`src/include/router_settings.svh`:
```
`ifndef ROUTER_SETTINGS_SVH
`define ROUTER_SETTINGS_SVH

// Flit payload width in bits.
`define ROUTER_FLIT_W 32

// Packet length and hold count width.
`define ROUTER_LEN_W 12

`define ROUTER_ID_W 3

// Local, North, East, West, South.
`define ROUTER_PORTS 5

// Flit id that marks a header flit.
`define ROUTER_HEAD_ID 1

`endif

```
`src/routerPkg.sv`:
```
`default_nettype none

`include "router_settings.svh"

package routerPkg;

  typedef logic [`ROUTER_FLIT_W-1:0] flitT;
  typedef logic [`ROUTER_ID_W-1:0] flitIdT;
  typedef logic [`ROUTER_LEN_W-1:0] lengthT;

  // Bit 0 is Local up to bit 4 for South.
  typedef logic [`ROUTER_PORTS-1:0] portMaskT;
  typedef logic [$clog2(`ROUTER_PORTS)-1:0] portIdxT;

  // One-hot grant state. Bit k+1 means port k holds the output.
  typedef enum logic [5:0] {
    Idle   = 6'b000001,
    GrantL = 6'b000010,
    GrantN = 6'b000100,
    GrantE = 6'b001000,
    GrantW = 6'b010000,
    GrantS = 6'b100000
  } grantStateT;

endpackage

`default_nettype wire

```
`src/holdTimer.sv`:
```
`default_nettype none

`include "router_settings.svh"

module holdTimer
  import routerPkg::*;
(
  input  wire    clk,
  input  wire    rst,
  input  wire    flitIdT flitId,
  input  wire    lengthT length,
  input  wire    lengthT lengthCap,
  input  wire    run,
  output logic   timesUp
);

  lengthT count;
  lengthT limit;
  lengthT cappedLength;

  assign cappedLength = (length < lengthCap) ? length : lengthCap;

  always_ff @(posedge clk)
  begin
    if (rst)
    begin
      count <= '0;
      limit <= '0;
    end
    else
    begin
      if (flitId == flitIdT'(`ROUTER_HEAD_ID))
        limit <= cappedLength; // Header flit sets the hold length.
      if (run)
        count <= count + lengthT'(1);
      else
        count <= '0; // Any gap in forwarding restarts the count.
    end
  end

  assign timesUp = (count == limit);

  // The arbiter only runs the timer while the hold is not used up.
  assert property (@(posedge clk) disable iff (rst) run |-> count < limit);

endmodule

`default_nettype wire

```
`src/portArbiter.sv`:
```
`default_nettype none

`include "router_settings.svh"

module portArbiter
  import routerPkg::*;
(
  input  wire      clk,
  input  wire      rst,
  input  wire      portMaskT req,
  input  wire      flitIdT flitId0,
  input  wire      flitIdT flitId1,
  input  wire      flitIdT flitId2,
  input  wire      flitIdT flitId3,
  input  wire      flitIdT flitId4,
  input  wire      lengthT length0,
  input  wire      lengthT length1,
  input  wire      lengthT length2,
  input  wire      lengthT length3,
  input  wire      lengthT length4,
  input  wire      portMaskT portEnable,
  input  wire      lengthT lengthCap,
  output portMaskT forward
);

  grantStateT state;
  grantStateT nextState;
  portMaskT   effReq;
  portMaskT   timesUp;

  // First requester among span ports starting at start. Idle if none.
  function automatic grantStateT firstReq(portMaskT reqs, int start, int span);
    grantStateT pick;
    int p;
    pick = Idle;
    for (int i = span - 1; i >= 0; i--)
    begin
      p = (start + i) % `ROUTER_PORTS;
      if (reqs[p])
        pick = grantStateT'(6'b000010 << p); // Lowest offset wins.
    end
    return pick;
  endfunction

  assign effReq = req & portEnable;

  holdTimer i_holdTimerL (
    .clk       (clk),
    .rst       (rst),
    .flitId    (flitId0),
    .length    (length0),
    .lengthCap (lengthCap),
    .run       (forward[0]),
    .timesUp   (timesUp[0])
  );

  holdTimer i_holdTimerN (
    .clk       (clk),
    .rst       (rst),
    .flitId    (flitId1),
    .length    (length1),
    .lengthCap (lengthCap),
    .run       (forward[1]),
    .timesUp   (timesUp[1])
  );

  holdTimer i_holdTimerE (
    .clk       (clk),
    .rst       (rst),
    .flitId    (flitId2),
    .length    (length2),
    .lengthCap (lengthCap),
    .run       (forward[2]),
    .timesUp   (timesUp[2])
  );

  holdTimer i_holdTimerW (
    .clk       (clk),
    .rst       (rst),
    .flitId    (flitId3),
    .length    (length3),
    .lengthCap (lengthCap),
    .run       (forward[3]),
    .timesUp   (timesUp[3])
  );

  holdTimer i_holdTimerS (
    .clk       (clk),
    .rst       (rst),
    .flitId    (flitId4),
    .length    (length4),
    .lengthCap (lengthCap),
    .run       (forward[4]),
    .timesUp   (timesUp[4])
  );

  always_ff @(posedge clk)
  begin
    if (rst)
      state <= Idle;
    else
      state <= nextState;
  end

  // A finished holder passes to the next four ports in turn and then to Idle.
  always_comb
  begin
    forward = '0;
    nextState = Idle;
    case (state)
      Idle:
        nextState = firstReq(effReq, 0, `ROUTER_PORTS);
      GrantL:
        if (effReq[0] && !timesUp[0])
        begin
          forward[0] = 1'b1;
          nextState = GrantL;
        end
        else
          nextState = firstReq(effReq, 1, `ROUTER_PORTS - 1);
      GrantN:
        if (effReq[1] && !timesUp[1])
        begin
          forward[1] = 1'b1;
          nextState = GrantN;
        end
        else
          nextState = firstReq(effReq, 2, `ROUTER_PORTS - 1);
      GrantE:
        if (effReq[2] && !timesUp[2])
        begin
          forward[2] = 1'b1;
          nextState = GrantE;
        end
        else
          nextState = firstReq(effReq, 3, `ROUTER_PORTS - 1);
      GrantW:
        if (effReq[3] && !timesUp[3])
        begin
          forward[3] = 1'b1;
          nextState = GrantW;
        end
        else
          nextState = firstReq(effReq, 4, `ROUTER_PORTS - 1);
      GrantS:
        if (effReq[4] && !timesUp[4])
        begin
          forward[4] = 1'b1;
          nextState = GrantS;
        end
        else
          nextState = firstReq(effReq, 0, `ROUTER_PORTS - 1); // Wraps to Local.
      default:
        nextState = Idle;
    endcase
  end

  assert property (@(posedge clk) disable iff (rst) $onehot(state));
  assert property (@(posedge clk) disable iff (rst) $onehot0(forward));
  assert property (@(posedge clk) disable iff (rst) (forward & ~portEnable) == '0);

endmodule

`default_nettype wire

```
`src/portConfig.sv`:
```
`default_nettype none

`include "router_settings.svh"

module portConfig
  import routerPkg::*;
(
  input  wire      clk,
  input  wire      rst,
  input  wire      cfgWrite,
  input  wire      cfgAddr,
  input  wire      lengthT cfgWdata,
  output lengthT   cfgRdata,
  output portMaskT portEnable,
  output lengthT   lengthCap
);

  // Address 0 is the port mask and address 1 the length cap.
  localparam logic AddrMask = 1'b0;
  localparam logic AddrCap  = 1'b1;

  always_ff @(posedge clk)
  begin
    if (rst)
    begin
      portEnable <= '1; // All ports on.
      lengthCap  <= '1; // No cap.
    end
    else if (cfgWrite)
    begin
      if (cfgAddr == AddrMask)
        portEnable <= cfgWdata[`ROUTER_PORTS-1:0];
      if (cfgAddr == AddrCap)
        lengthCap <= cfgWdata;
    end
  end

  always_comb
  begin
    if (cfgAddr == AddrCap)
      cfgRdata = lengthCap;
    else
      cfgRdata = lengthT'(portEnable); // Upper bits read as zero.
  end

endmodule

`default_nettype wire

```
`src/flitCrossbar.sv`:
```
`default_nettype none

`include "router_settings.svh"

module flitCrossbar
  import routerPkg::*;
(
  input  wire     clk,
  input  wire     rst,
  input  wire     portMaskT forward,
  input  wire     flitT flit0,
  input  wire     flitT flit1,
  input  wire     flitT flit2,
  input  wire     flitT flit3,
  input  wire     flitT flit4,
  output flitT    outFlit,
  output logic    outValid,
  output portIdxT outPort
);

  flitT    flits [`ROUTER_PORTS];
  flitT    selFlit;
  portIdxT selPort;

  assign flits[0] = flit0;
  assign flits[1] = flit1;
  assign flits[2] = flit2;
  assign flits[3] = flit3;
  assign flits[4] = flit4;

  // At most one forward bit is set.
  always_comb
  begin
    selFlit = flits[0];
    selPort = '0;
    for (int k = 0; k < `ROUTER_PORTS; k++)
    begin
      if (forward[k])
      begin
        selFlit = flits[k];
        selPort = portIdxT'(k);
      end
    end
  end

  always_ff @(posedge clk)
  begin
    if (rst)
      outValid <= 1'b0;
    else
      outValid <= |forward;
  end

  always_ff @(posedge clk)
  begin
    if (|forward)
    begin
      outFlit <= selFlit; // Holds the last flit between bursts.
      outPort <= selPort;
    end
  end

endmodule

`default_nettype wire

```
`src/routerSwitch.sv`:
```
`default_nettype none

`include "router_settings.svh"

module routerSwitch
  import routerPkg::*;
(
  input  wire     clk,
  input  wire     rst,
  input  wire     flitT flit0,
  input  wire     flitT flit1,
  input  wire     flitT flit2,
  input  wire     flitT flit3,
  input  wire     flitT flit4,
  input  wire     flitIdT flitId0,
  input  wire     flitIdT flitId1,
  input  wire     flitIdT flitId2,
  input  wire     flitIdT flitId3,
  input  wire     flitIdT flitId4,
  input  wire     lengthT length0,
  input  wire     lengthT length1,
  input  wire     lengthT length2,
  input  wire     lengthT length3,
  input  wire     lengthT length4,
  input  wire     req0,
  input  wire     req1,
  input  wire     req2,
  input  wire     req3,
  input  wire     req4,
  input  wire     cfgWrite,
  input  wire     cfgAddr,
  input  wire     lengthT cfgWdata,
  output lengthT  cfgRdata,
  output flitT    outFlit,
  output logic    outValid,
  output portIdxT outPort
);

  portMaskT portEnable;
  lengthT   lengthCap;
  portMaskT forward;

  portConfig i_portConfig (
    .clk        (clk),
    .rst        (rst),
    .cfgWrite   (cfgWrite),
    .cfgAddr    (cfgAddr),
    .cfgWdata   (cfgWdata),
    .cfgRdata   (cfgRdata),
    .portEnable (portEnable),
    .lengthCap  (lengthCap)
  );

  portArbiter i_portArbiter (
    .clk        (clk),
    .rst        (rst),
    .req        ({req4, req3, req2, req1, req0}), // Local in bit 0.
    .flitId0    (flitId0),
    .flitId1    (flitId1),
    .flitId2    (flitId2),
    .flitId3    (flitId3),
    .flitId4    (flitId4),
    .length0    (length0),
    .length1    (length1),
    .length2    (length2),
    .length3    (length3),
    .length4    (length4),
    .portEnable (portEnable),
    .lengthCap  (lengthCap),
    .forward    (forward)
  );

  flitCrossbar i_flitCrossbar (
    .clk      (clk),
    .rst      (rst),
    .forward  (forward),
    .flit0    (flit0),
    .flit1    (flit1),
    .flit2    (flit2),
    .flit3    (flit3),
    .flit4    (flit4),
    .outFlit  (outFlit),
    .outValid (outValid),
    .outPort  (outPort)
  );

endmodule

`default_nettype wire

```
`config.mk`:
```
export PLATFORM = sky130hd
export DESIGN_NAME = routerSwitch
export DESIGN_NICKNAME = d
export VERILOG_FILES = /design/src/routerPkg.sv /design/src/holdTimer.sv /design/src/portArbiter.sv /design/src/portConfig.sv /design/src/flitCrossbar.sv /design/src/routerSwitch.sv
export VERILOG_INCLUDE_DIRS = /design/src /design/src/include
export SDC_FILE = /design/constraint.sdc
export NUM_CORES = 1
export LEC_CHECK = 0
export BUFFER_PORTS_ARGS = -buffer_cell sky130_fd_sc_hd__buf_4
export CAP_MARGIN = 10
export CORE_ASPECT_RATIO = 1.25
export CORE_UTILIZATION = 35
export CTS_CLUSTER_DIAMETER = 60
export DETAILED_ROUTE_END_ITERATION = 8
export PLACE_DENSITY = 0.63
export SYNTH_ARGS = -nofsm -noshare
export SYNTH_HDL_FRONTEND = slang
export SYNTH_SLANG_ARGS = --single-unit
```
`constraint.sdc`:
```
create_clock -name clk -period 3.1 [get_ports clk]
set_clock_uncertainty 0.1 [all_clocks]
set_input_delay 0.62 -clock clk [delete_from_list [all_inputs] [get_ports clk]]
set_output_delay 0.62 -clock clk [all_outputs]
set_load 0.01 [all_outputs]
```
# Yosys cells after proc, flatten, opt, wreduce, memory -nomap -nowiden
# Cells that the tools add are included.
word_totals:
  out_inout_bits: 48
  inputBits: 256
  wordCells: 117
  register_bits: 179
op_classes:
  reduce_logical: 18
  n_lt_le_gt_ge: 5
  eq_ne: 16
  n_bitwise: 7
  n_addsub: 5
  mux: 50
ops:
  columns: ["operator", "count"]
  rows:
  - ["2-to-1 mux 32 bit", 4]
  - ["2-to-1 mux 6 bit", 16]
  - ["2-to-1 mux 12 bit", 6]
  - ["adder 12 x 1 -> 12 bit (second input constant)", 5]
  - ["== test 12 bit", 5]
  - ["less-than comparator 12 bit", 5]
  - ["one-hot mux 6 bit (6 select lines)", 1]
  - ["2-to-1 mux 5 bit", 4]
  - ["== test 3 x 1 -> 1 bit (second input constant)", 5]
  - ["2-to-1 mux 4 bit", 3]
  - ["2-to-1 mux 1 bit", 11]
  - ["OR reduction 2 bit", 5]
  - ["== test 6 x 1 -> 1 bit (second input constant)", 1]
  - ["== test 6 x 2 -> 1 bit (second input constant)", 1]
  - ["== test 6 x 3 -> 1 bit (second input constant)", 1]
  - ["== test 6 x 4 -> 1 bit (second input constant)", 1]
  - ["== test 6 x 5 -> 1 bit (second input constant)", 1]
  - ["== test 6 bit (second input constant)", 1]
  - ["2-to-1 mux 2 bit", 3]
  - ["2-to-1 mux 3 bit", 2]
  - ["NOT 1 bit", 6]
  - ["AND 5 bit", 1]
  - ["logical AND 1 bit", 5]
  - ["logical NOT 1 bit", 5]
  - ["2 further kinds", 3]

# Logic depth before layout (Yosys ltp)
# Gate-level depths: netlist of run 1.
depth:
  depth_word: 9
  depth_mapped: 12
  mapped_depth_nobuf: 9

# By module
# A second synthesis of run 1 with hierarchy kept.
unflattened:
  hier_cells: 1316
  area_unflattened_um2: 11657.4
modules_own_cells:
  columns: ["mod", "area_each_um2", "instances", "seq_area_each_um2", "cells_each"]
  rows:
  - ["holdTimer", 1497.7, 5, 480.5, 178]
  - ["flitCrossbar", 2761.4, 1, 1071.0, 261]
  - ["portConfig", 762.0, 1, 340.3, 76]
  - ["portArbiter", 645.6, 1, 120.1, 89]

# Least setup slack after synthesis of run 1
# OpenSTA, ideal clock, no wires.
synth_path:
  kind: "reg-to-reg"
  from: "register i_portArbiter.i_holdTimerW.count[5]"
  to: "register i_flitCrossbar.outFlit[0] (enable)"
  slack_ps: -102
  setup_time_ps: 588
  stages_incl_launch_ff: 10
  t_required_ps: 2412
  n_path_buf: 3
  arrival_ps: 2514
  synth_period_minus_slack_ps: 3202
  path_cell_list: "dfxtp_1 xnor2_1 nand4_1 o31ai_1 or2_1 buf_2 and2_1 buf_2 buf_2 nand3_1"
synth_via:
  elab_chain_cells: 6
synth_rtl:
  columns: ["element", "line_no", "rtl"]
  rows:
  - ["start, declared", "holdTimer.sv:17", "lengthT count;"]
  - ["start signal, assigned", "holdTimer.sv:35", "count <= count + lengthT'(1);"]
  - ["== test 12 bit", "holdTimer.sv:41", "assign timesUp = (count == limit);"]
  - ["logical NOT 1 bit", "portArbiter.sv:138", "if (effReq[3] && !timesUp[3])"]
  - ["logical AND 1 bit", "portArbiter.sv:138", null]
  - ["2-to-1 mux 1 bit", "portArbiter.sv:138", null]
  - ["2-to-1 mux 1 bit", "portArbiter.sv:110", "case (state)"]
  - ["OR reduction 5 bit", "flitCrossbar.sv:56", "if (|forward)"]
  - ["end signal, assigned", "flitCrossbar.sv:58", "outFlit <= selFlit;"]
  - ["end, declared", "flitCrossbar.sv:16", "output flitT outFlit,"]
# No other way between the ends.
# A chain may end at the register's enable or synchronous reset.

# Worst setup path in the final report of run 1
layout_path:
  from: "register i_portArbiter.i_holdTimerN.limit[7]"
  to: "register i_flitCrossbar.outFlit[13] (data pin)"
layout_via:
  elab_chain_cells: 9
layout_rtl:
  columns: ["element", "line_no", "rtl"]
  rows:
  - ["start, declared", "holdTimer.sv:18", "lengthT limit;"]
  - ["start signal, assigned", "holdTimer.sv:33", "limit <= cappedLength;"]
  - ["== test 12 bit", "holdTimer.sv:41", null]
  - ["logical NOT 1 bit", "portArbiter.sv:122", "if (effReq[1] && !timesUp[1])"]
  - ["logical AND 1 bit", "portArbiter.sv:122", null]
  - ["2-to-1 mux 1 bit", "portArbiter.sv:122", null]
  - ["2-to-1 mux 1 bit", "portArbiter.sv:110", null]
  - ["2-to-1 mux 32 bit (4 in series)", "flitCrossbar.sv:38", "if (forward[k])"]
  - ["via i_flitCrossbar.selFlit[13]", "flitCrossbar.sv:22", "flitT selFlit;"]
# The timed path passes the listed nets, and every way through them passes these cells.

==> results.md, run 1 <==
- Vias: 9515
- Max Fanout on Critical Path: 19
- Vias per inst: 5.35
- MaxCap Viol Count: 0
- Hold path depth: 2
- Reg2Reg Depth: 9
- Startpoint types: flop
- Main synth FF type: dfxtp_1
- Routability cong.: 0.900
- Insertion delay to the later sink of the worst-skew pair: 0.44 ns
- Synth warnings: 0
- FILL cells: 2754
- CTS tree: built
- Placeable Area: 0.0285 mm²
- First-pass iteration count of the detailed router: 5
- Multi-input logic area: 0.00586 mm²
- Initial antenna violation count: 1
- Leakage: 5.84 nW
- CP endpoint kind: flop
- Fmax: 0.358 GHz
- Post-CTS Repair Setup Buffers: 0
- Die H: 192 µm
- HPWL after DPL: 27.8 mm
- Hold-fix buffers, CTS: 0
- Syn Inst Count: 1114
- Tightest Hold Check Type: input pin to flop
- Post-Syn Nets: 1430
- Routed wire length: 35.4 mm
- Syn-to-layout area delta: 33.5%
- CTS root buf: clkbuf_16
- Longest Clk Path Bufs: 2
- Post-cts repair resize count: 0
- Clock sinks: 179
- Tcrit/Tclk final: 90.0%
- Post-DRT Antenna Nets: 0
- Worst setup path class: flop to flop
- H-tree depth: 4
- Max VDD drop: 0.363 mV
- Total CTS buffers: 17
- Fin crit period: 2.79 ns
- Cell variety after synth: 56
- First-pass GRT wire length: 52.9 mm
- Max_slew headroom: 40.8%
- WP data required: 3.27 ns
- Fin Setup TNS: 0 ns
- Total gr overflow: 0
- IO Pins: 304
- Initial Util: 35.7%
- Unrepaired setup endpoints after global routing: no
- Most frequent cells after synthesis: nor2_1, dfxtp_1, a211oi_1
- Top cells by area, synth: dfxtp_1, edfxtp_1, ha_1
- Die Wd: 154 µm
- EDFF count, synth: 35
- Worst Tran Pin Value: 0.879 ns
- Status: finished clean
- Setup Viol. Count Final: 0
- Number of global-route vias before repair: 9512
- Hold Worst Slack: 0.315 ns
- Arrival @ worst endpoint: 2.96 ns
- Share of cells above drive strength 1: 27.8%
- FF+latch area: 0.00393 mm²
- Sequential share of the synthesized area: 38.7%
- Yosys top cell by area: dfxtp_1
- Count leader, synth: nor2_1
- Mapped Area: 0.0102 mm²
- DRT iter0 DRCs: 593
- Row count: 69
- Top-area cell type share of the netlist area: 28.4%
- GR Util All Layers: 23.8%
- Die area: 0.0297 mm²
- Ys async rst share: 0%
- Largest net degree at the start of global routing: 49
- Final Max Slew Viols: 0
- Drt wl/cell: 19.9 µm
- #FFs+latches synth: 179
- Hold Vio Cnt, Final: 0
- Power density over the cells: 442 mW/mm²
- Nets: 1726
- DRC errors left: 0
- Syn Area/Cell: 9.12 µm²
- I/O Buffers: 303
- Reg clk slew, reported paths: 0.07 ns
routing by layer:
metal	part of all wire (%)	GRT usage, %
met5	0	0
met4	4.2	12.4
met3	6.3	5.17
met2	51	43.6
met1	39	25.6
power breakdown:
part           switching, mW  total, mW  internal (mW)
logic                  0.557       1.12          0.563
clock network          0.977       2.34           1.36
registers             0.0706       2.53           2.46
state kept, by name, summed over array words and instances, names as in the netlist:
signal,flops
i_flitCrossbar.outFlit,32
i_portArbiter.i_holdTimerE.count,12
i_portArbiter.i_holdTimerE.limit,12
i_portArbiter.i_holdTimerL.count,12
i_portArbiter.i_holdTimerL.limit,12
i_portArbiter.i_holdTimerN.count,12
i_portArbiter.i_holdTimerN.limit,12
i_portArbiter.i_holdTimerS.count,12
i_portArbiter.i_holdTimerS.limit,12
i_portArbiter.i_holdTimerW.count,12
i_portArbiter.i_holdTimerW.limit,12
i_portConfig.lengthCap,12
i_portArbiter.state,6
i_portConfig.portEnable,5
i_flitCrossbar.outPort,3
i_flitCrossbar.outValid,1
worst max-delay path, stage by stage (launching register included):
cell and delay [ns]:
dfxtp_1 0.33, xor2_1 0.16, nor4_1 0.76, a31o_2 0.34
nor2b_4 0.08, nor2_2 0.12, buf_4 0.25, buf_4 0.22
nand2_1 0.06, a31oi_1 0.19
final cells by class:
type	instances	area share [%]
multi-input combinational	840	43.2
sequential	179	29.0
timing repair buffer	344	19.1
tap	355	3.27
clock buffer	18	3.16
clock inverter	14	1.47
inverter	28	0.775
antenna	1	0.0184
layout by cell type (no fill, tap or decap), drive strengths merged, types with 33 or more instances in the layout:
cell	n
a31oi	35
xnor2	56
mux2i	60
xor2	55
nand2	62
inv	33
and3	33
dfxtp	144
edfxtp	35
ha	60
a211oi	72
nor2	152
buf	344
cell families (layout without fill, tap and decap cells):
family | count (synthesis) | after routing | share of synthesized area, %
multiplexers | 65 | 65 | 6.46
flip-flops | 179 | 179 | 38.7
other | 0 | 1 | 0
buffers and inverters | 95 | 404 | 4.00
AND/OR/NAND/NOR | 362 | 362 | 17.0
adder cells (fa/ha/maj) | 60 | 60 | 7.39
XOR/XNOR | 111 | 111 | 9.57
AO/OA/AOI/OAI | 242 | 242 | 16.8
through the flow:
stage	utilization [%]	instances	cell area [µm²]	setup WS (ns)	total power, mW
after global routing	47.6	1779	13600	0.192	6.23
after floorplan	-	1114	10200	0.347	3.14
final	47.6	1779	13600	0.310	5.99
after global placement	45.4	1746	12900	0.279	3.68
after CTS	47.6	1778	13600	0.265	6.04
after detailed placement	45.4	1746	12900	0.291	3.70
final timing paths:
kind / start / end / slack (ns)
setup / recovery: i_portArbiter.i_holdTimerN.limit[7]$_SDFFE_PP0N_ / i_flitCrossbar.outFlit[13]$_DFFE_PP_ / 0.31
hold / removal: cfgWdata[3] / i_portConfig.portEnable[3]$_SDFFE_PP1P_ / 0.32
setup reg to reg: i_portArbiter.i_holdTimerN.limit[7]$_SDFFE_PP0N_ / i_flitCrossbar.outFlit[13]$_DFFE_PP_ / 0.31
hold reg to reg: i_portArbiter.i_holdTimerE.count[0]$_SDFF_PP0_ / i_portArbiter.i_holdTimerE.count[0]$_SDFF_PP0_ / 0.39
No activity file was read; power rests on OpenSTA's default activity.
==> inputs of run 2 (changes only) <==
--- a/config.mk
+++ b/config.mk
@@ -8,11 +8,13 @@
 export LEC_CHECK = 0
 export BUFFER_PORTS_ARGS = -buffer_cell sky130_fd_sc_hd__buf_4
 export CAP_MARGIN = 10
+export CELL_PAD_IN_SITES_DETAIL_PLACEMENT = 0
+export CELL_PAD_IN_SITES_GLOBAL_PLACEMENT = 1
 export CORE_ASPECT_RATIO = 1.25
 export CORE_UTILIZATION = 35
 export CTS_CLUSTER_DIAMETER = 60
 export DETAILED_ROUTE_END_ITERATION = 8
-export PLACE_DENSITY = 0.63
+export PLACE_DENSITY = 0.8
 export SYNTH_ARGS = -nofsm -noshare
 export SYNTH_HDL_FRONTEND = slang
 export SYNTH_SLANG_ARGS = --single-unit
==> constraint.sdc (replaced) <==
create_clock -name clk -period 3.1 [get_ports clk]
set_clock_uncertainty 0.1 [all_clocks]
set_input_delay 0.62 -clock clk [delete_from_list [all_inputs] [get_ports clk]]
set_output_delay 0.62 -clock clk [all_outputs]
set_load 0.1 [all_outputs]
==> run 2 against run 1 <==
Effect of this change: setup slack worse by 0.058 ns; global-route usage is 0.11 points higher; sequential cell count stayed put; critical endpoint is now i_flitCrossbar.outFlit[22]$_DFFE_PP_; worst hold slack better by 0.0051 ns; cell count is 0.17% lower; critical path depth is 1 lower; sequential power hardly changed; maximum frequency is 2.0% lower; register-to-register slack worse by 0.06 ns; first-iteration DRC count is 3.4% lower; largest cell class unchanged.
==> results.md, run 2 (same netlist as run 1, synthesis figures left out) <==
- CTS root buf: clkbuf_16
- Startpoint types: flop
- Nets: 1723 (-0.17%)
- Inst Count DP: 1743 (-0.17%)
- Gate power share: 21.4% (+2.7 points)
- Tcrit/Tclk final: 91.9% (+1.9 points)
- Max_slew headroom: 39.2% (-1.7 points)
- DRC errors left: 0 (unchanged)
- Worst setup path class: flop to flop
- Clock sinks: 179 (unchanged)
- Worst Hold Launch: cfgWdata[0]
- Reg clk slew, reported paths: 0.07 ns (about the same)
- Leakage: 5.82 nW (-0.28%)
- Total gr overflow: 0 (unchanged)
- Max reg flops: 32 (unchanged)
- Reg2Reg Depth: 8 (-1)
- Psw: 1.86 mW (+16%)
- First-pass iteration count of the detailed router: 7 (+2)
- Clk pwr share: 37.2% (-1.9 points)
- IO Pins: 304 (unchanged)
- Tightest Hold Check Type: input pin to flop
- WP data required: 3.18 ns (-0.09 ns)
- Sequential share of power: 41.4% (-0.9 points)
- Hold Worst Slack: 0.320 ns (+0.00510 ns)
- Fin Setup TNS: 0 ns (unchanged)
- Worst Tran Pin Value: 0.904 ns (+0.0248 ns)
- Initial antenna violation count: 1 (unchanged)
- WHS Endpoint: i_portConfig.portEnable[0]$_SDFFE_PP1P_
- Post-DRT Antenna Nets: 0 (unchanged)
- Drt wl/cell: 19.8 µm (-0.61%)
- PnR worst setup slack: 0.252 ns (-0.0577 ns)
- Routed wire length: 35.1 mm (-0.77%)
- Status: finished clean
- Routability cong.: 0.897 (-0.30%)
- HPWL after DPL: 27.7 mm (-0.26%)
- Int Pwr: 4.26 mW (-3.0%)
- Most common library cell in the layout ignoring fill and taps: buf_4
- GR Util All Layers: 23.9% (+0.11 points)
- Die Wd: 154 µm (unchanged)
- Setup Viol. Count Final: 0 (unchanged)
- Post-CTS Repair Setup Buffers: 0 (unchanged)
- Hold-fix buffers, CTS: 0 (unchanged)
- MaxCap Viol Count: 0 (unchanged)
- I/O Buffers: 303 (unchanged)
- Arrival @ worst endpoint: 2.93 ns (-0.03 ns)
- DP Worst Slack: 0.103 ns (-0.188 ns)
- CTS tree: built
- Register bank with the most flops: i_flitCrossbar.outFlit
- Placeable Area: 0.0285 mm² (unchanged)
- Non-Filler Instances: 1776 (-0.17%)
- Longest Clk Path Bufs: 2 (unchanged)
- Largest net degree at the start of global routing: 54 (+10%)
- Vias per inst: 5.34 (-0.16%)
- Syn-to-layout area delta: 33.5% (about the same)
- Die H: 192 µm (unchanged)
- Hold Vio Cnt, Final: 0 (unchanged)
- Number of global-route vias before repair: 9522 (+0.11%)
- Total CTS buffers: 17 (unchanged)
- Worst R2R Setup Slack: 0.25 ns (-0.06 ns)
- DRT iter0 DRCs: 573 (-3.4%)
- Die area: 0.0297 mm² (unchanged)
- Worst R2R End: i_flitCrossbar.outFlit[22]$_DFFE_PP_
- Initial Util: 35.7% (unchanged)
- Net Sw Frac: 30.4% (+3.6 points)
- Max VDD drop: 0.343 mV (-5.5%)
- FILL cells: 2776 (+0.80%)
- Share of cells above drive strength 1: 27.7% (-0.082 points)
- Unrepaired setup endpoints after global routing: no
- RR Startpoint: i_portArbiter.i_holdTimerN.count[3]$_SDFF_PP0_
- Fmax: 0.351 GHz (-2.0%)
- Vias: 9484 (-0.33%)
- First-pass GRT wire length: 53.2 mm (+0.58%)
- H-tree depth: 4 (unchanged)
- Hold path depth: 2 (unchanged)
- Most frequent cells in the layout: buf_4, nor2_1, dfxtp_1, a211oi_1, nand2_1
- Row count: 69 (unchanged)
- Insertion delay to the later sink of the worst-skew pair: 0.44 ns (about the same)
- Final Max Slew Viols: 0 (unchanged)
- CP endpoint kind: flop
- Max Fanout on Critical Path: 35 (+16)
- Fin crit period: 2.85 ns (+0.0577 ns)
- Power density over the cells: 451 mW/mm² (+2.1%)
==> run 2: changes by cell type in the layout (fill, tap and decap cells not counted), sizes merged <==
cell    previous run  this run
bufinv             4         2
clkbuf            18        17
inv               33        36
buf              344       341
==> run 2: stage by stage <==
step | util (%) | instance area, µm² | power, mW
2_1_floorplan | - | 10200 | 3.33
3_3_place_gp | 45.4 | 12900 | 3.88
3_5_place_dp | 45.4 | 12900 | 3.89
4_1_cts | 47.6 | 13600 | 6.17
5_1_grt | 47.6 | 13600 | 6.38
6_report | 47.6 | 13600 | 6.11
==> run 2: final cells by class <==
cell class	count	area [µm²]	share of cell area, %
diodes	1	2.50	0.0184
clock buffers	17	425	3.14
clock inverters	15	190	1.40
inverters	28	105	0.775
multi-input cells	840	5870	43.2
flip-flops and latches	179	3930	29.0
well taps	355	444	3.27
repair buffers	341	2600	19.1
==> run 2: worst max-delay path by stage <==
stage | start | endpoint | slack [ns] | depth (start not counted)
6_report | i_portArbiter.i_holdTimerN.count[3]$_SDFF_PP0_ | i_flitCrossbar.outFlit[22]$_DFFE_PP_ | 0.25 | 8
5_1_grt | i_portArbiter.i_holdTimerN.count[0]$_SDFF_PP0_ | i_flitCrossbar.outFlit[23]$_DFFE_PP_ | 0.07 | 8
4_1_cts | i_portArbiter.i_holdTimerN.count[7]$_SDFF_PP0_ | i_flitCrossbar.outFlit[0]$_DFFE_PP_ | 0.07 | 8
3_5_place_dp | i_portArbiter.i_holdTimerN.count[7]$_SDFF_PP0_ | i_flitCrossbar.outFlit[0]$_DFFE_PP_ | 0.10 | 8
3_3_place_gp | i_portArbiter.i_holdTimerN.count[7]$_SDFF_PP0_ | i_flitCrossbar.outFlit[31]$_DFFE_PP_ | 0.09 | 8
2_1_floorplan | i_portArbiter.i_holdTimerW.count[5]$_SDFF_PP0_ | i_flitCrossbar.outFlit[0]$_DFFE_PP_ | 0.35 | 9
==> run 2: power by group through the flow <==
stage	Clock (mW)	Sequential (mW)	Combinational (mW)
floorplan	0	2.67	0.652
global placement	0	2.58	1.29
detailed placement	0	2.59	1.31
CTS	2.32	2.53	1.31
global route	2.42	2.54	1.42
finish	2.27	2.53	1.31
==> run 2: repair_timing <==
action / in CTS / in global routing
endpoints found under the setup margin: 0 / 12
hold endpoints to repair: 0 / 0
gates resized for setup: 0 / 1
==> run 2: per-layer routing <==
metal | global-route usage [%] | up-vias | routed length, µm
met1 | 26.3 | 4403 | 14100
li1 | - | 4667 | -
met3 | 5.68 | 68 | 2390
met5 | 0 | - | 0
met2 | 42.9 | 346 | 17300
met4 | 11.8 | 0 | 1380
==> run 2: worst max-delay path, stage by stage (launching register included) <==
cell,delay [ns]
dfxtp_1,0.36
xor2_1,0.15
nor4_1,0.78
a31o_2,0.32
nor2b_4,0.07
nor2_2,0.12
buf_4,0.30
nand3_2,0.15
buf_12,0.23
==> inputs of run 3 (changes only) <==
--- a/config.mk
+++ b/config.mk
@@ -14,6 +14,7 @@
 export CORE_UTILIZATION = 35
 export CTS_CLUSTER_DIAMETER = 60
 export DETAILED_ROUTE_END_ITERATION = 8
+export MAX_ROUTING_LAYER = met4
 export PLACE_DENSITY = 0.8
 export SYNTH_ARGS = -nofsm -noshare
 export SYNTH_HDL_FRONTEND = slang
==> run 3 against run 2 <==
Effect of this change: critical endpoint is now i_flitCrossbar.outFlit[23]$_DFFE_PP_; highest routed layer unchanged; clock power decreased by 8.8%; largest power group unchanged; critical path type unchanged; global-route usage increased by 0.067 points; sequential power about the same.
==> results.md, run 3 (same netlist as run 1, synthesis figures left out) <==
- FILL cells: 2815 (+1.4%)
- Most common library cell in the layout ignoring fill and taps: buf_4
- Routability cong.: 0.916 (+2.2%)
- Max Fanout on Critical Path: 32 (-8.6%)
- Tcrit/Tclk final: 92.9% (+1.1 points)
- Worst setup path class: flop to flop
- HPWL after DPL: 27.5 mm (-0.83%)
- Worst Tran Pin Value: 0.662 ns (-0.242 ns)
- Die H: 192 µm (unchanged)
- Hold Worst Slack: 0.312 ns (-0.00801 ns)
- Fmax: 0.347 GHz (-1.2%)
- CTS tree: built
- Startpoint types: flop
- MaxCap Viol Count: 0 (unchanged)
- Post-cts repair resize count: 0 (unchanged)
- Insertion delay to the later sink of the worst-skew pair: 0.44 ns (about the same)
- Fin Setup TNS: 0 ns (unchanged)
- Placed Area: 0.0129 mm² (about the same)
- DRC errors left: 0 (unchanged)
- Die Wd: 154 µm (unchanged)
- Largest net degree at the start of global routing: 43 (-20%)
- Die area: 0.0297 mm² (unchanged)
- Reg2Reg Depth: 7 (-1)
- Fin crit period: 2.88 ns (+0.0332 ns)
- RR Startpoint: i_portArbiter.i_holdTimerS.count[9]$_SDFF_PP0_
- Worst Hold Launch: rst
- H-tree depth: 4 (unchanged)
- Arrival @ worst endpoint: 2.94 ns (about the same)
- CP startpoint: i_portArbiter.i_holdTimerS.count[9]$_SDFF_PP0_
- M3 GR Usage: 5.23% (-0.45 points)
- Post-CTS Repair Setup Buffers: 0 (unchanged)
- Syn-to-layout area delta: 32.8%
- Reg clk slew, reported paths: 0.07 ns (about the same)
- DRT iter0 DRCs: 443 (-23%)
- Worst R2R Setup Slack: 0.22 ns (-0.03 ns)
- Total CTS buffers: 17 (unchanged)
- I/O Buffers: 303 (unchanged)
- Worst R2R End: i_flitCrossbar.outFlit[23]$_DFFE_PP_
- WP data required: 3.16 ns (-0.02 ns)
- Most frequent cells in the layout: buf_4, nor2_1, dfxtp_1, a211oi_1, nand2_1
- Share of cells above drive strength 1: 27.9% (+0.13 points)
- Hold-fix buffers, CTS: 0 (unchanged)
- Post-DRT Antenna Nets: 0 (unchanged)
- Clock sinks: 179 (unchanged)
- First-pass GRT wire length: 51.8 mm (-2.6%)
- Final Max Slew Viols: 0 (unchanged)
- Drt wl/cell: 19.7 µm (-0.58%)
- Max reg flops: 32 (unchanged)
- Pwr Total: 5.90 mW (-3.4%)
- Hold path depth: 2 (unchanged)
- First-pass iteration count of the detailed router: 5 (-2)
- GR Util met1: 25.9% (-0.36 points)
- IO Pins: 304 (unchanged)
- GR Util met2: 41.7% (-1.2 points)
- Initial Util: 35.7% (unchanged)
- CTS root buf: clkbuf_16
- Register bank with the most flops: i_flitCrossbar.outFlit
- Max_slew headroom: 55.5% (+16 points)
- Placeable Area: 0.0285 mm² (unchanged)
- Routed wire length: 35.0 mm (-0.41%)
- CP endpoint kind: flop
- Unrepaired setup endpoints after global routing: no
- Tightest Hold Check Type: input pin to flop
- Row count: 69 (unchanged)
- Longest Clk Path Bufs: 2 (unchanged)
- Nets: 1727 (+0.23%)
- Max VDD drop: 0.351 mV (+2.2%)
- Cell area after layout: 0.0135 mm² (-0.54%)
- Busiest grt layer: met2
- Status: finished clean
- Number of global-route vias before repair: 9359 (-1.7%)
- Vias per inst: 5.35 (+0.19%)
- Leakage: 5.80 nW (-0.41%)
- # diodes: 0 (-1)
- WHS Endpoint: i_flitCrossbar.outValid$_SDFF_PP0_
- Power density over the cells: 437 mW/mm² (-2.9%)
- Initial antenna violation count: 0 (-1)
- Total gr overflow: 0 (unchanged)
- GR Util All Layers: 23.9% (+0.067 points)
- Hold Vio Cnt, Final: 0 (unchanged)
- Vias: 9518 (+0.36%)
- Setup Viol. Count Final: 0 (unchanged)
==> run 3: cell types whose count changed in the layout (fill, tap and decap cells not counted), moves of 2 or more <==
cell and delta:
clkinvlp_4 +2, bufinv_16 -2, buf_12 -2, clkinv_2 +2
clkinv_8 -2, buf_4 +6
==> run 3: worst max-delay path by stage <==
stage | endpoint | slack [ns] | cells past startpoint
global placement | i_flitCrossbar.outFlit[12]$_DFFE_PP_ | 0.32 | 7
finish | i_flitCrossbar.outFlit[23]$_DFFE_PP_ | 0.22 | 7
detailed placement | i_flitCrossbar.outFlit[23]$_DFFE_PP_ | 0.28 | 7
CTS | i_flitCrossbar.outFlit[23]$_DFFE_PP_ | 0.27 | 7
floorplan | i_flitCrossbar.outFlit[0]$_DFFE_PP_ | 0.35 | 9
global route | i_flitCrossbar.outFlit[23]$_DFFE_PP_ | 0.14 | 7
==> run 3: report_power, final <==
group / internal [mW] / total, mW / switching (mW)
clock: 1.05 / 2.07 / 1.02
combinational: 0.565 / 1.30 / 0.739
sequential: 2.46 / 2.53 / 0.0692
==> run 3: final cells by class <==
cell class                 instances  area (µm²)  share of cell area [%]
timing repair buffer             345        2600                    19.3
tap                              355         444                    3.29
clock inverter                    14         116                   0.862
clock buffer                      18         429                    3.18
inverter                          28         105                   0.779
sequential                       179        3930                    29.2
multi-input combinational        840        5860                    43.4
==> run 3: routing by layer <==
layer,up-vias,part of all wire [%]
met5,-,0
met4,0,4.0
met3,68,7.1
met2,403,49
met1,4388,40
li1,4659,-
==> run 3: critical path, stage by stage, from the launching register on <==
cell and delay [ns]:
dfxtp_1 0.36, xor2_1 0.16, nor4_1 0.57, a31o_2 0.28, or2_2 0.39, and2_1 0.23, buf_4 0.33, a31oi_1 0.17
==> run 3: through the flow <==
stage          util [%]  instances  setup slack (ns)
3_3_place_gp       45.4       1747             0.320
3_5_place_dp       45.4       1747             0.282
2_1_floorplan         -       1114             0.347
6_report           47.4       1779             0.219
5_1_grt            47.4       1779             0.137
4_1_cts            47.4       1779             0.272
